**src/magic_seq_macros.svh**
```systemverilog
`ifndef MAGIC_SEQ_MACROS_SVH
`define MAGIC_SEQ_MACROS_SVH

//////////////////////////////
// table geometry
`define SEQ_SLOT_CNT        8
`define SEQ_IDX_W           3       // log2 of slot count
`define SEQ_MSK_W           8       // one bit per streamer bucket

//////////////////////////////
// axi-lite bus widths
`define SEQ_ADDR_W          16
`define SEQ_DATA_W          32

//////////////////////////////
// bank0 register map
`define SEQ_ADDR_CONTROL    16'h0000
`define SEQ_ADDR_STATUS     16'h0004
`define SEQ_ADDR_MAIN_CNT   16'h0008
`define SEQ_ADDR_END_CNT    16'h000C
`define SEQ_ADDR_SLOT_BASE  16'h0100    // bank1, 16 bytes per slot

// bresp / rresp codes
`define SEQ_RESP_OKAY       2'b00
`define SEQ_RESP_SLVERR     2'b10

`endif
```
**src/magic_seq_pkg.sv**
```systemverilog
`default_nettype none

`include "magic_seq_macros.svh"

package magic_seq_pkg;

    // register operation decoded from one axi-lite access
    typedef enum logic [3:0] {
        OP_WR_CONTROL,
        OP_WR_END_CNT,
        OP_WR_LD_MASK,
        OP_WR_ST_MASK,
        OP_RD_STATUS,
        OP_RD_MAIN_CNT,
        OP_RD_END_CNT,
        OP_RD_LD_MASK,
        OP_RD_ST_MASK,
        OP_BAD              // unmapped, answered with slverr
    } reg_op_e;

    typedef enum logic [1:0] {
        SEQ_IDLE,
        SEQ_INIT,           // init pulse toward the buckets
        SEQ_WAIT,           // collecting store finish bits
        SEQ_RELEASE         // reset pulse, then next slot
    } seq_state_e;

    typedef logic [`SEQ_IDX_W-1:0] slot_idx_t;
    typedef logic [`SEQ_MSK_W-1:0] bucket_msk_t;

endpackage

`default_nettype wire

```
**src/seq_if.sv**
```systemverilog
`timescale 1ns/1ps
`default_nettype none

`include "magic_seq_macros.svh"

// request path from the bus decoder into the register bank
interface reg_if;
    import magic_seq_pkg::*;

    logic                   valid;
    logic                   ready;
    reg_op_e                op;
    slot_idx_t              index;  // slot number for table accesses
    logic [`SEQ_DATA_W-1:0] wdata;
    logic [`SEQ_DATA_W-1:0] rdata;  // selected combinationally from op

    modport master (output valid, op, index, wdata, input ready, rdata);
    modport target (input valid, op, index, wdata, output ready, rdata);
endinterface

// bank to sequencer link
interface slot_if;
    import magic_seq_pkg::*;

    logic                 start;        // one cycle pulse
    slot_idx_t            end_cnt;
    bucket_msk_t          ld_mask;      // table entry at index
    bucket_msk_t          st_mask;
    slot_idx_t            index;
    logic                 busy;
    logic [`SEQ_IDX_W:0]  main_cnt;     // reaches slot count after a full table

    modport bank      (output start, end_cnt, ld_mask, st_mask, input index, busy, main_cnt);
    modport sequencer (input start, end_cnt, ld_mask, st_mask, output index, busy, main_cnt);
endinterface

`default_nettype wire

```
**src/magic_seq_top.sv**
```systemverilog
`timescale 1ns/1ps
`default_nettype none

`include "magic_seq_macros.svh"

module magic_seq_top (
    input  wire                             clk,
    input  wire                             rst_n,
    // axi-lite slave, write side
    input  wire [`SEQ_ADDR_W-1:0]           s_axi_awaddr,
    input  wire                             s_axi_awvalid,
    output wire                             s_axi_awready,
    input  wire [`SEQ_DATA_W-1:0]           s_axi_wdata,
    input  wire                             s_axi_wvalid,
    output wire                             s_axi_wready,
    output wire [1:0]                       s_axi_bresp,
    output wire                             s_axi_bvalid,
    input  wire                             s_axi_bready,
    // axi-lite slave, read side
    input  wire [`SEQ_ADDR_W-1:0]           s_axi_araddr,
    input  wire                             s_axi_arvalid,
    output wire                             s_axi_arready,
    output wire [`SEQ_DATA_W-1:0]           s_axi_rdata,
    output wire [1:0]                       s_axi_rresp,
    output wire                             s_axi_rvalid,
    input  wire                             s_axi_rready,
    // streamer buckets
    input  wire magic_seq_pkg::bucket_msk_t mgs_fin_exec,
    output wire magic_seq_pkg::bucket_msk_t mgs_load_init,
    output wire magic_seq_pkg::bucket_msk_t mgs_store_init,
    output wire magic_seq_pkg::bucket_msk_t mgs_load_reset,
    output wire magic_seq_pkg::bucket_msk_t mgs_store_reset
);

    reg_if  req_bus ();
    slot_if slot_bus ();

    axi_lite_decode u_decode (
        .clk(clk), .rst_n(rst_n),
        .s_axi_awaddr(s_axi_awaddr), .s_axi_awvalid(s_axi_awvalid),
        .s_axi_awready(s_axi_awready),
        .s_axi_wdata(s_axi_wdata), .s_axi_wvalid(s_axi_wvalid), .s_axi_wready(s_axi_wready),
        .s_axi_bresp(s_axi_bresp), .s_axi_bvalid(s_axi_bvalid), .s_axi_bready(s_axi_bready),
        .s_axi_araddr(s_axi_araddr), .s_axi_arvalid(s_axi_arvalid),
        .s_axi_arready(s_axi_arready),
        .s_axi_rdata(s_axi_rdata), .s_axi_rresp(s_axi_rresp),
        .s_axi_rvalid(s_axi_rvalid), .s_axi_rready(s_axi_rready),
        .req(req_bus.master)
    );

    seq_regs u_regs (.clk(clk), .rst_n(rst_n), .req(req_bus.target), .slot(slot_bus.bank));

    slot_sequencer u_seq (
        .clk(clk), .rst_n(rst_n), .slot(slot_bus.sequencer),
        .mgs_fin_exec(mgs_fin_exec),
        .mgs_load_init(mgs_load_init), .mgs_store_init(mgs_store_init),
        .mgs_load_reset(mgs_load_reset), .mgs_store_reset(mgs_store_reset)
    );

endmodule

`default_nettype wire

```
**src/slot_sequencer.sv**
```systemverilog
`timescale 1ns/1ps
`default_nettype none

`include "magic_seq_macros.svh"

module slot_sequencer (
    input  wire                        clk,
    input  wire                        rst_n,
    slot_if.sequencer                  slot,
    input  wire magic_seq_pkg::bucket_msk_t mgs_fin_exec,     // one bit per store bucket
    output magic_seq_pkg::bucket_msk_t mgs_load_init,
    output magic_seq_pkg::bucket_msk_t mgs_store_init,
    output magic_seq_pkg::bucket_msk_t mgs_load_reset,
    output magic_seq_pkg::bucket_msk_t mgs_store_reset
);
    import magic_seq_pkg::*;

    seq_state_e          state;
    slot_idx_t           idx;
    bucket_msk_t         seen;          // finish bits gathered for this slot
    bucket_msk_t         seen_nxt;
    logic [`SEQ_IDX_W:0] main_cnt_q;
    logic                slot_done;
    logic                last_slot;

    assign seen_nxt  = seen | mgs_fin_exec;
    // an empty store mask is covered right away
    assign slot_done = (seen_nxt & slot.st_mask) == slot.st_mask;
    assign last_slot = (idx == slot.end_cnt);

    //////////////////////////////
    // slot walk
    always_ff @(posedge clk or negedge rst_n) begin
        if (!rst_n) begin
            state      <= SEQ_IDLE;
            idx        <= '0;
            seen       <= '0;
            main_cnt_q <= '0;
        end else begin
            case (state)
                SEQ_IDLE: begin
                    if (slot.start) begin
                        state      <= SEQ_INIT;
                        idx        <= '0;
                        main_cnt_q <= '0;
                    end
                end
                SEQ_INIT: begin
                    seen  <= '0;
                    state <= SEQ_WAIT;
                end
                SEQ_WAIT: begin
                    seen <= seen_nxt;
                    if (slot_done)
                        state <= SEQ_RELEASE;
                end
                SEQ_RELEASE: begin
                    main_cnt_q <= main_cnt_q + 1'b1;
                    if (last_slot) begin
                        state <= SEQ_IDLE;
                    end else begin
                        idx   <= idx + 1'b1;
                        state <= SEQ_INIT;
                    end
                end
            endcase
        end
    end

    //////////////////////////////
    // streamer pulses, one cycle each
    assign mgs_load_init   = (state == SEQ_INIT)    ? slot.ld_mask : '0;
    assign mgs_store_init  = (state == SEQ_INIT)    ? slot.st_mask : '0;
    assign mgs_load_reset  = (state == SEQ_RELEASE) ? slot.ld_mask : '0;
    assign mgs_store_reset = (state == SEQ_RELEASE) ? slot.st_mask : '0;

    assign slot.index    = idx;
    assign slot.busy     = (state != SEQ_IDLE);
    assign slot.main_cnt = main_cnt_q;

endmodule

`default_nettype wire

```
**src/seq_regs.sv**
```systemverilog
`timescale 1ns/1ps
`default_nettype none

`include "magic_seq_macros.svh"

module seq_regs (
    input wire     clk,
    input wire     rst_n,
    reg_if.target  req,
    slot_if.bank   slot
);
    import magic_seq_pkg::*;

    bucket_msk_t            ld_mem [`SEQ_SLOT_CNT];
    bucket_msk_t            st_mem [`SEQ_SLOT_CNT];
    slot_idx_t              end_cnt_q;
    logic                   start_q;
    logic                   done_q;
    logic                   busy_q;     // for the falling edge of busy
    logic                   seq_active;
    logic                   cfg_wr;
    logic                   xfer;
    logic [`SEQ_DATA_W-1:0] rd_mux;

    //////////////////////////////
    // back-pressure
    // the table and end count are frozen from the start pulse to the last release
    assign seq_active = slot.busy | start_q;
    assign cfg_wr     = (req.op == OP_WR_END_CNT) || (req.op == OP_WR_LD_MASK) ||
                        (req.op == OP_WR_ST_MASK);
    assign req.ready  = ~(seq_active & cfg_wr);
    assign xfer       = req.valid & req.ready;

    assign slot.start   = start_q;
    assign slot.end_cnt = end_cnt_q;
    assign slot.ld_mask = ld_mem[slot.index];
    assign slot.st_mask = st_mem[slot.index];

    always_ff @(posedge clk or negedge rst_n) begin
        if (!rst_n) begin
            start_q   <= 1'b0;
            done_q    <= 1'b0;
            busy_q    <= 1'b0;
            end_cnt_q <= '0;
            for (int i = 0; i < `SEQ_SLOT_CNT; i++) begin
                ld_mem[i] <= '0;
                st_mem[i] <= '0;
            end
        end else begin
            // control writes while running are dropped
            start_q <= xfer && (req.op == OP_WR_CONTROL) && req.wdata[0] && !seq_active;
            busy_q  <= slot.busy;
            if (start_q)
                done_q <= 1'b0;
            else if (busy_q && !slot.busy)
                done_q <= 1'b1;     // last slot has released
            if (xfer) begin
                case (req.op)
                    OP_WR_END_CNT: end_cnt_q           <= req.wdata[`SEQ_IDX_W-1:0];
                    OP_WR_LD_MASK: ld_mem[req.index]   <= req.wdata[`SEQ_MSK_W-1:0];
                    OP_WR_ST_MASK: st_mem[req.index]   <= req.wdata[`SEQ_MSK_W-1:0];
                    default: ;
                endcase
            end
        end
    end

    //////////////////////////////
    // readback
    always_comb begin
        rd_mux = '0;    // also the answer for OP_BAD
        case (req.op)
            OP_RD_STATUS:   rd_mux[1:0]              = {done_q, slot.busy};
            OP_RD_MAIN_CNT: rd_mux[`SEQ_IDX_W:0]     = slot.main_cnt;
            OP_RD_END_CNT:  rd_mux[`SEQ_IDX_W-1:0]   = end_cnt_q;
            OP_RD_LD_MASK:  rd_mux[`SEQ_MSK_W-1:0]   = ld_mem[req.index];
            OP_RD_ST_MASK:  rd_mux[`SEQ_MSK_W-1:0]   = st_mem[req.index];
            default: ;
        endcase
    end

    assign req.rdata = rd_mux;

endmodule

`default_nettype wire

```
**src/axi_lite_decode.sv**
```systemverilog
`timescale 1ns/1ps
`default_nettype none

`include "magic_seq_macros.svh"

module axi_lite_decode (
    input  wire                    clk,
    input  wire                    rst_n,
    input  wire [`SEQ_ADDR_W-1:0]  s_axi_awaddr,
    input  wire                    s_axi_awvalid,
    output logic                   s_axi_awready,
    input  wire [`SEQ_DATA_W-1:0]  s_axi_wdata,
    input  wire                    s_axi_wvalid,
    output logic                   s_axi_wready,
    output logic [1:0]             s_axi_bresp,
    output logic                   s_axi_bvalid,
    input  wire                    s_axi_bready,
    input  wire [`SEQ_ADDR_W-1:0]  s_axi_araddr,
    input  wire                    s_axi_arvalid,
    output logic                   s_axi_arready,
    output logic [`SEQ_DATA_W-1:0] s_axi_rdata,
    output logic [1:0]             s_axi_rresp,
    output logic                   s_axi_rvalid,
    input  wire                    s_axi_rready,
    reg_if.master                  req
);
    import magic_seq_pkg::*;

    localparam logic [`SEQ_ADDR_W-1:0] SLOT_BASE = `SEQ_ADDR_SLOT_BASE;
    localparam int SLOT_LSB = 4;                       // 16 bytes per slot
    localparam int SLOT_TOP = SLOT_LSB + `SEQ_IDX_W;   // first bit above the table

    logic                   aw_hs, ar_hs;
    logic                   wr_pend, rd_pend;   // held until the response is taken
    logic                   wr_req, rd_req;     // request sitting on reg_if
    logic                   wr_xfer, rd_xfer;
    reg_op_e                req_op;
    slot_idx_t              req_idx;
    logic [`SEQ_DATA_W-1:0] req_wdata;

    function automatic reg_op_e decode_op(input logic [`SEQ_ADDR_W-1:0] addr,
                                          input logic is_wr);
        reg_op_e op;
        op = OP_BAD;
        if (addr[`SEQ_ADDR_W-1:SLOT_TOP] == SLOT_BASE[`SEQ_ADDR_W-1:SLOT_TOP]) begin
            case (addr[SLOT_LSB-1:0])
                4'h0:    op = is_wr ? OP_WR_LD_MASK : OP_RD_LD_MASK;
                4'h4:    op = is_wr ? OP_WR_ST_MASK : OP_RD_ST_MASK;
                default: op = OP_BAD;
            endcase
        end else if (is_wr) begin
            case (addr)
                `SEQ_ADDR_CONTROL: op = OP_WR_CONTROL;
                `SEQ_ADDR_END_CNT: op = OP_WR_END_CNT;
                default:           op = OP_BAD;   // status and counters are read only
            endcase
        end else begin
            case (addr)
                `SEQ_ADDR_STATUS:   op = OP_RD_STATUS;
                `SEQ_ADDR_MAIN_CNT: op = OP_RD_MAIN_CNT;
                `SEQ_ADDR_END_CNT:  op = OP_RD_END_CNT;
                default:            op = OP_BAD;
            endcase
        end
        return op;
    endfunction

    //////////////////////////////
    // channel handshakes
    // write wins a same cycle tie, a read never passes an open write request
    assign aw_hs = s_axi_awvalid & s_axi_wvalid & ~wr_pend;
    assign ar_hs = s_axi_arvalid & ~rd_pend & ~wr_req & ~aw_hs;

    assign s_axi_awready = aw_hs;
    assign s_axi_wready  = aw_hs;
    assign s_axi_arready = ar_hs;

    assign wr_xfer = wr_req & req.ready;
    assign rd_xfer = rd_req & req.ready;

    assign req.valid = wr_req | rd_req;
    assign req.op    = req_op;
    assign req.index = req_idx;
    assign req.wdata = req_wdata;

    always_ff @(posedge clk or negedge rst_n) begin
        if (!rst_n) begin
            wr_pend      <= 1'b0;
            rd_pend      <= 1'b0;
            wr_req       <= 1'b0;
            rd_req       <= 1'b0;
            s_axi_bvalid <= 1'b0;
            s_axi_rvalid <= 1'b0;
            s_axi_bresp  <= `SEQ_RESP_OKAY;
            s_axi_rresp  <= `SEQ_RESP_OKAY;
            req_op       <= OP_BAD;
            req_idx      <= '0;
        end else begin
            if (aw_hs) begin
                wr_pend <= 1'b1;
                req_op  <= decode_op(s_axi_awaddr, 1'b1);
                req_idx <= s_axi_awaddr[SLOT_LSB +: `SEQ_IDX_W];
            end else if (ar_hs) begin
                rd_pend <= 1'b1;
                req_op  <= decode_op(s_axi_araddr, 1'b0);
                req_idx <= s_axi_araddr[SLOT_LSB +: `SEQ_IDX_W];
            end
            wr_req <= aw_hs | (wr_req & ~req.ready);   // stalls while the bank is busy
            rd_req <= ar_hs | (rd_req & ~req.ready);

            if (wr_xfer) begin
                s_axi_bvalid <= 1'b1;
                s_axi_bresp  <= (req_op == OP_BAD) ? `SEQ_RESP_SLVERR : `SEQ_RESP_OKAY;
            end else if (s_axi_bvalid && s_axi_bready) begin
                s_axi_bvalid <= 1'b0;
                wr_pend      <= 1'b0;
            end

            if (rd_xfer) begin
                s_axi_rvalid <= 1'b1;
                s_axi_rresp  <= (req_op == OP_BAD) ? `SEQ_RESP_SLVERR : `SEQ_RESP_OKAY;
            end else if (s_axi_rvalid && s_axi_rready) begin
                s_axi_rvalid <= 1'b0;
                rd_pend      <= 1'b0;
            end
        end
    end

    always_ff @(posedge clk) begin
        if (aw_hs)
            req_wdata <= s_axi_wdata;      // full word, no strobes
        if (rd_xfer)
            s_axi_rdata <= req.rdata;
    end

endmodule

`default_nettype wire

```
**config.mk**
```make
export PLATFORM = sky130hd
export DESIGN_NAME = magic_seq_top
export DESIGN_NICKNAME = d
export VERILOG_FILES = /design/src/magic_seq_pkg.sv /design/src/seq_if.sv /design/src/magic_seq_top.sv /design/src/slot_sequencer.sv /design/src/seq_regs.sv /design/src/axi_lite_decode.sv
export VERILOG_INCLUDE_DIRS = /design/src /design/src/src
export SDC_FILE = /design/constraint.sdc
export NUM_CORES = 1
export LEC_CHECK = 0
export ABC_AREA = 1
export BUFFER_PORTS_ARGS = -buffer_cell sky130_fd_sc_hd__buf_2
export CORE_UTILIZATION = 45
export CTS_CLUSTER_SIZE = 30
export DETAILED_ROUTE_END_ITERATION = 7
export GPL_TIMING_DRIVEN = 0
export PLACE_DENSITY = 0.61
export SYNTH_ARGS = -nofsm -noshare
export SYNTH_HDL_FRONTEND = slang
export SYNTH_HIERARCHICAL = 1
export SYNTH_SLANG_ARGS = --single-unit
```
**constraint.sdc**
```tcl
create_clock -name clk -period 2.5 [get_ports clk]
set_input_delay 0.25 -clock clk [delete_from_list [all_inputs] [get_ports clk]]
set_output_delay 0.25 -clock clk [all_outputs]
set_load 0.02 [all_outputs]
```
# Yosys cells after proc, flatten, opt, wreduce, memory -nomap -nowiden

Cells that the tools add are included.

Register bits: 184
Input port bits: 79
Logic and storage cells: 177

$lt $le $gt $ge: 3
Add/subtract/negate cells: 2
Muxes and demuxes: 58
Equal/unequal tests: 25
Reduce and logical (&&, ||, !) cells: 29
Bitwise gates (word level): 24

Operators with widths:

| operator                                                          | number |
|---|---|
| 64-bit bitwise mux                                                | 2 |
| 8-bit 2-to-1 mux                                                  | 13 |
| 8-bit binary-select mux with 3-bit select                         | 4 |
| 16-bit by 4-bit == test with 1-bit output (second input constant) | 3 |
| 4-bit one-hot mux with 2 select lines                             | 5 |
| 8-bit demux with 3-bit select                                     | 1 |
| 4-bit by 3-bit == test with 1-bit output (second input constant)  | 6 |
| 4-bit 2-to-1 mux                                                  | 5 |
| 9-bit by 2-bit == test with 1-bit output (second input constant)  | 2 |
| 16-bit by 3-bit == test with 1-bit output (second input constant) | 1 |
| 16-bit logical NOT                                                | 1 |
| 8-bit one-hot mux with 2 select lines                             | 1 |
| 1-bit 2-to-1 mux                                                  | 14 |
| 2-bit nonzero test                                                | 7 |
| 4-bit logical NOT                                                 | 3 |
| 3-bit 2-to-1 mux                                                  | 4 |
| 4-bit one-hot mux with 3 select lines                             | 1 |
| 1-bit AND                                                         | 11 |
| 2-bit one-hot mux with 5 select lines                             | 1 |
| 2-bit AND reduction                                               | 5 |
| 8-bit AND                                                         | 1 |
| 4-bit by 2-bit == test with 1-bit output (second input constant)  | 2 |
| 4-bit == test (second input constant)                             | 2 |
| 8-bit == test                                                     | 1 |
| 24 further kinds                                                  | 45 |

# Logic depth before layout (Yosys ltp)

Gate-level depths: netlist of the first run.

Depth after elaboration: 9
Depth in mapped cells: 17
Gate-level depth less buffers: 14

# Cells and area by module

Netlist of the first run, hierarchy kept.

Modules (own cells, without submodules):

| module          | area an instance (um^2) | sequential area each (um^2) | cells each | instances |
|---|---|---|---|---|
| seq_regs        | 8008.9                  | 3353.2                      | 1140       | 1 |
| axi_lite_decode | 2952.8                  | 2299.7                      | 215        | 1 |
| slot_sequencer  | 1222.4                  | 425.4                       | 192        | 1 |

# Worst setup path after synthesis of the first run

OpenSTA, ideal clock, no wires.

Path kind: flip-flop to flip-flop
From: reg u_seq.state[0]
To: reg u_decode.s_axi_rdata[0] (enable)
Stages on the path, launching flop included: 9
Clock period less this slack: 2.179 ns
Arrival time: 1.792 ns
Slack: 0.321 ns
Path buffers: 0
Data required time: 2.113 ns
Path through: dfrtp_1 -> inv_1 -> ha_1 -> inv_1 -> inv_1 -> nand2_1 -> nand3_2 -> nand2_1 -> inv_1

Cells in the longest elaborated chain, start to end: 5

RTL lines:

| item                   | RTL line               | RTL |
|---|---|---|
| start, declared        | slot_sequencer.sv:18   | `seq_state_e state;` |
| start signal, assigned | slot_sequencer.sv:35   | `state <= SEQ_IDLE;` |
| start signal, assigned | slot_sequencer.sv:43   | `state <= SEQ_INIT;` |
| start signal, assigned | slot_sequencer.sv:50   | `state <= SEQ_WAIT;` |
| 2-bit nonzero test     | slot_sequencer.sv:78   | `assign slot.busy = (state != SEQ_IDLE);` |
| via slot_bus.busy      | seq_if.sv:30           | `logic busy;` |
| 1-bit bitwise OR       | seq_regs.sv:28         | `assign seq_active = slot.busy \| start_q;` |
| 1-bit AND              | seq_regs.sv:31         | `assign req.ready = ~(seq_active & cfg_wr);` |
| 1-bit inverter         | seq_regs.sv:31         |  |
| via req_bus.ready      | seq_if.sv:11           | `logic ready;` |
| 1-bit AND              | axi_lite_decode.sv:79  | `assign rd_xfer = rd_req & req.ready;` |
| via u_decode.rd_xfer   | axi_lite_decode.sv:36  | `logic wr_xfer, rd_xfer;` |
| end signal, assigned   | axi_lite_decode.sv:133 | `s_axi_rdata <= req.rdata;` |
| end, declared          | axi_lite_decode.sv:21  | `` output logic [`SEQ_DATA_W-1:0] s_axi_rdata, `` |

The timed path passes the listed nets, and every way through them passes these cells.
A chain may end at the register's enable or synchronous reset.

# Worst setup path after layout of the first run

From: reg u_seq.idx[0] (netlist: u_seq/slot.index[0])
To: out mgs_load_reset[5]

Cells in the longest elaborated chain, start to end: 5

RTL lines:

| item                                                   | RTL line             | RTL |
|---|---|---|
| start, declared                                        | slot_sequencer.sv:19 | `slot_idx_t idx;` |
| start signal, assigned                                 | slot_sequencer.sv:62 | `idx <= idx + 1'b1;` |
| 3-bit inverter with 4-bit output (implied by the code) | seq_regs.sv:36       | `assign slot.ld_mask = ld_mem[slot.index];` |
| 8-bit binary-select mux with 3-bit select              | seq_regs.sv:36       |  |
| 8-bit 2-to-1 mux (implied by the code) (2 in a row)    | seq_regs.sv:36       |  |
| via slot_bus.ld_mask[5]                                | seq_if.sv:27         | `bucket_msk_t ld_mask;` |
| 8-bit 2-to-1 mux                                       | slot_sequencer.sv:74 | `assign mgs_load_reset = (state == SEQ_RELEASE) ? slot.ld_mask : '0;` |
| end, declared                                          | magic_seq_top.sv:31  | `output wire magic_seq_pkg::bucket_msk_t mgs_load_reset,` |

The timed path passes the listed nets, and every way through them passes these cells. The select of a mux whose other input is x is not followed.

==> results of run 1 <==
==> where the power goes <==
| group | internal (mW) | switching, mW | total (mW) |
|---|---|---|---|
| Combinational | 2.12 | 4.18 | 6.29 |
| Clock | 2.29 | 1.47 | 3.76 |
| Sequential | 4.36 | 0.656 | 5.01 |
==> critical path, stage by stage, from the launching register on <==
cell	delay, ns
dfrtp_1	0.36
buf_6	0.15
inv_8	0.05
buf_4	0.15
clkbuf_16	0.17
o21ai_0	0.18
o21ai_1	0.12
nand2_1	0.16
nand2_2	0.10
nand2_1	0.08
inv_1	0.06
buf_6	0.12
==> flip-flops by register name, indices dropped and copies added (netlist names), 2 cells and up <==
| register | cells |
|---|---|
| u_regs/ld_mem | 64 |
| u_regs/st_mem | 64 |
| u_decode/s_axi_rdata | 32 |
| u_decode/req.wdata | 8 |
| u_seq/seen | 8 |
| u_decode/req.op | 4 |
| u_seq/slot.main_cnt | 4 |
| u_decode/req.index | 3 |
| u_regs/slot.end_cnt | 3 |
| u_seq/slot.index | 3 |
| u_seq/state | 2 |
==> how the worst min path moves through the flow <==
stage / from / end / slack, ns / cells after the start
after floorplan: rst_n / u_decode/rd_pend / -0.05 / 0
after global placement: s_axi_wdata[2] / u_decode/req.wdata[2] / 0.43 / 1
after detailed placement: rst_n / u_seq/seen[0] / 0.29 / 1
after CTS: mgs_fin_exec[3] / u_seq/seen[3] / 0.01 / 3
after global routing: mgs_fin_exec[7] / u_seq/seen[7] / 0.04 / 3
final: mgs_fin_exec[7] / u_seq/seen[7] / 0.02 / 3
==> layer usage <==
metal	vias to the layer above	global-route usage, %	share of wire (%)
met4	0	10.16	3.5
met3	92	3.775	8.5
met1	5100	40.51	42
li1	5246	-	-
met5	-	0	0
met2	529	47.71	46
==> cell type report <==
| class | count | area, µm² | area share (%) |
|---|---|---|---|
| clock buffer | 36 | 748.2 | 5.227 |
| multi-input combinational | 1108 | 5136 | 35.88 |
| inverter | 131 | 505.5 | 3.531 |
| sequential | 206 | 5360 | 37.45 |
| buffer | 99 | 785.8 | 5.490 |
| clock inverter | 10 | 115.1 | 0.8042 |
| timing repair inverter | 1 | 7.507 | 0.05245 |
| timing repair buffer | 168 | 1242 | 8.680 |
| tap | 330 | 412.9 | 2.885 |
==> timing repair <==
item / CTS / global route
cloned: 2 / 5
hold buffers: 22 / 0
pin swaps: 5 / 11
setup endpoints to repair: 66 / 67
endpoints found under the hold margin: 100 / 0
buffers inserted: 6 / 8
gates resized for setup: 65 / 93
==> results.toml, run 1 <==
[status]
run_status = "finished clean"

[synth]
syn_inst = 1523
yosys_warnings = 6
synthesis.area_mm2 = 0.01146
syn_avg_cell_area_um2 = 7.527

[global_routing]
grt_usage_pct = 29.39
grt_max_degree = 85
grt_pass1_wl_mm = 58.43
antenna_found_initial = 0
overflow = 0
grt_pass1_vias = 10210

[sta]
worst_slack_ns = 0.01978
finalSetupTns_ns = 0
slew_viol_final = 0
grt_setup_unrepaired = "yes"
hold_slack_ns = 0.01713
setup_viol = 0
max_freq_mhz = 403.2
worst_slew_pin_slew_ns = 0.8715
slew_headroom_pct = 41.45
finalCritPeriodShare_pct = 99.21
hold_violations = 0
min_period_ns = 2.480
fin_worst_skew_ns = 0.008864

[pwr]
ir_worst_vdd_mv = 0.6496
finalPower_mw = 15.07
leakagePower_nw = 7.410
powerDensity_mw_per_mm2 = 1053

[finish]
fillers = 2390
final_nets = 1826
fin_cells = 2089
postLayoutCellArea_mm2 = 0.01431
syn2layout_area_growth_pct = 24.86
final_util_pct = 57.01
drive_gt1_share_pct = 20.92
layout_commonest_cell = "nand2_1"
antenna_cells = 0
final_cell_mix = "nand2_1, dfrtp_1, o21ai_1"

[drt]
wl_mm = 38.47
antenna_left = 0
drcViolationCount = 0
firstDrtPassIters = 6
vias_per_cell = 5.250
drtIter0Drc = 1172
wl_per_cell_um = 18.42
vias = 10970

[critical_path]
ff2ff_setup_slack_ns = 0.14
crit_required_ns = 2.25
r2r-start = "u_decode/req.index[0]"
crit_fanout = 10
crit_path_end_kind = "primary output"
crit_path_end = "mgs_load_reset[5]"
critPathLaunch = "u_seq/slot.index[0]"
reg2reg_depth = 8
start_kind = "flip-flop"
critPathKind = "reg2out"
r2r_end = "u_decode/s_axi_rdata[1]"
cp.arrival_ns = 2.23

[place]
port_buffers = 125
dp_hpwl_mm = 27.09
post-place-cells = 2003
dp_slack_ns = -0.2604
dpl_cell_area_mm2 = 0.01263
place_congestion = 0.9471

[floorplanning]
dieArea_mm2 = 0.02612
rows = 58
ios = 152
fp.dieW_um = 161.6
start_util_pct = 45.65
die_height_um = 161.6
core_mm2 = 0.02511

[cts]
cts_tree = "done"
cts_root_buffer = "clkbuf_16"
cts_max_level = 1
worstSkewPairLatency_ns = 0.53
clockBufferDepth = 3
path_clk_slew_ns = 0.06
cts_sinks = 206
cts_made_buffers = 25

[flow_run]
maxCapViolations = 0

[worst_hold_path]
hp-class = "in2reg"
(Power assumes the default switching activity.)
==> inputs of run 2 (changes only) <==
--- a/config.mk
+++ b/config.mk
@@ -8,11 +8,13 @@
 export LEC_CHECK = 0
 export ABC_AREA = 1
 export BUFFER_PORTS_ARGS = -buffer_cell sky130_fd_sc_hd__buf_2
-export CORE_UTILIZATION = 45
+export CELL_PAD_IN_SITES_DETAIL_PLACEMENT = 1
+export CELL_PAD_IN_SITES_GLOBAL_PLACEMENT = 1
+export CORE_UTILIZATION = 35
 export CTS_CLUSTER_SIZE = 30
 export DETAILED_ROUTE_END_ITERATION = 7
 export GPL_TIMING_DRIVEN = 0
-export PLACE_DENSITY = 0.61
+export PLACE_DENSITY_LB_ADDON = 0.1
 export SYNTH_ARGS = -nofsm -noshare
 export SYNTH_HDL_FRONTEND = slang
 export SYNTH_HIERARCHICAL = 1
==> run 2 against run 1 <==
  * Power up 3.3%
  * Clock skew up 0.0015 ns
  * Via count up 2.8%
  * Global-route usage down 2.8 points
  * Flip-flop and latch count unchanged
  * Combinational power up 9.2%
  * Critical path type unchanged
  * Critical endpoint is now mgs_load_reset[4]
  * Largest cell class is now multi-input gates
  * Largest power group unchanged
==> results.toml, run 2 (same netlist as run 1, synthesis figures left out) <==
[place]
place_congestion = 0.9297
port_buffers = 125
dp_hpwl_mm = 31.33

[floorplanning]
start_util_pct = 35.96
core_mm2 = 0.03188
ios = 152
die_height_um = 183.0
rows = 65
dieArea_mm2 = 0.03348
fp.dieW_um = 183.0

[cts]
cts_root_buffer = "clkbuf_16"
clockBufferDepth = 3
cts_tree = "done"
cts_max_level = 1
cts_made_buffers = 27
cts_sinks = 206
worstSkewPairLatency_ns = 0.53
path_clk_slew_ns = 0.06

[worst_hold_path]
hp-class = "in2reg"
min-delay-start = "mgs_fin_exec[0]"
holdPathStages = 3
whs_endpoint = "u_seq/seen[0]"

[finish]
fillers = 3901
antenna_cells = 0
largest_registers = "u_regs/ld_mem: 64 flops, u_regs/st_mem: 64 flops, u_decode/s_axi_rdata: 32 flops"
drive_gt1_share_pct = 23.76
final_util_pct = 46.41
layout_commonest_cell = "nand2_1"
syn2layout_area_growth_pct = 29.08
regArea_mm2 = 0.005359
final_cell_mix = "nand2_1, dfrtp_1, o21ai_1"
multi_input_area_mm2 = 0.005366
final_nets = 1829

[sta]
setup_viol = 0
hold_violations = 0
finalCritPeriodShare_pct = 99.90
slew_viol_final = 0
hold_slack_ns = 0.01517
worst_slew_pin_slew_ns = 1.200
min_period_ns = 2.498
fin_worst_skew_ns = 0.01033
grt_setup_unrepaired = "yes"
max_freq_mhz = 400.4
slew_headroom_pct = 19.42

[critical_path]
r2r_end = "u_decode/s_axi_rdata[1]"
crit_fanout = 7
start_kind = "flip-flop"
critPathKind = "reg2out"
cp.arrival_ns = 2.25
reg2reg_depth = 4
crit_required_ns = 2.25
ff2ff_setup_slack_ns = 0.09
crit_path_end_kind = "primary output"
r2r-start = "u_decode/req.op[0]"

[global_routing]
grt_pass1_vias = 11330
overflow = 0
antenna_found_initial = 0
grt_max_degree = 87
grt_pass1_wl_mm = 67.36
grt_usage_pct = 26.61

[pwr]
powerDensity_mw_per_mm2 = 1052
finalPower_mw = 15.57
ir_worst_vdd_mv = 0.5051
leakagePower_nw = 7.437

[drt]
firstDrtPassIters = 5
wl_mm = 44.70
wl_per_cell_um = 20.37
drcViolationCount = 0
drtIter0Drc = 864
antenna_left = 0
vias = 11270
vias_per_cell = 5.137

[flow_run]
maxCapViolations = 0

[status]
run_status = "finished clean"
-- run 2: stage by stage --
step,setup TNS [ns],instance area (µm²),instances,worst slack [ns]
2_1_floorplan,0,11550,1547,0.3210
3_3_place_gp,-289.18,12720,2107,-1.671
3_5_place_dp,-21.42,12760,2108,-0.5903
4_1_cts,-0.02656,14350,2190,-0.01263
5_1_grt,-0.8716,14800,2194,-0.08780
6_report,0,14800,2194,0.002420
-- run 2: metal layers --
| metal | vias up | part of all wire, % | track usage, % | wire length, µm |
|---|---|---|---|---|
| li1 | 5252 | - | - | - |
| met1 | 5563 | 45 | 36.91 | 20070 |
| met2 | 364 | 46 | 42.86 | 20370 |
| met3 | 91 | 5.9 | 3.098 | 2632 |
| met4 | 0 | 3.6 | 9.467 | 1623 |
| met5 | - | 0 | 0 | 0 |
-- run 2: how the worst max path moves through the flow --
stage / from / endpoint / cells past startpoint
floorplan: u_seq/state[0] / u_decode/s_axi_rdata[0] / 8
global placement: rst_n / u_regs/ld_mem[51] / 1
detailed placement: u_seq/slot.index[0] / u_seq/state[1] / 16
CTS: u_seq/slot.index[0] / mgs_store_reset[1] / 12
global route: u_seq/slot.index[0] / mgs_load_reset[2] / 11
finish: u_seq/slot.index[0] / mgs_load_reset[4] / 11
-- run 2: layout make-up --
class / instances / area share [%]
buffer: 100 / 5.775
clock buffer: 37 / 5.023
clock inverter: 8 / 0.5835
inverter: 131 / 3.433
multi-input combinational: 1108 / 36.27
sequential: 206 / 36.22
tap: 435 / 3.678
timing repair buffer: 168 / 8.972
timing repair inverter: 1 / 0.05074
-- run 2: what timing repair did --
action,4_1_cts,5_1_grt
cloned,3,3
setup buffers,11,3
hold buffers,24,0
pin swaps,13,29
hold endpoints to repair,102,0
gates resized for setup,140,152
setup endpoints to repair,69,83
-- run 2: power breakdown --
part | switching (mW) | internal, mW | leakage (nW)
Clock | 1.45 | 2.25 | 0.407
Sequential | 0.642 | 4.36 | 2.63
Combinational | 4.59 | 2.29 | 4.40
-- run 2: worst max-delay path, stage by stage (launching register included) --
cell	delay, ns
dfrtp_1	0.38
buf_6	0.18
inv_8	0.06
buf_8	0.13
clkbuf_16	0.17
a21oi_2	0.11
o21ai_1	0.07
nand3_1	0.08
o21a_2	0.23
nand2_1	0.09
inv_1	0.10
buf_6	0.12
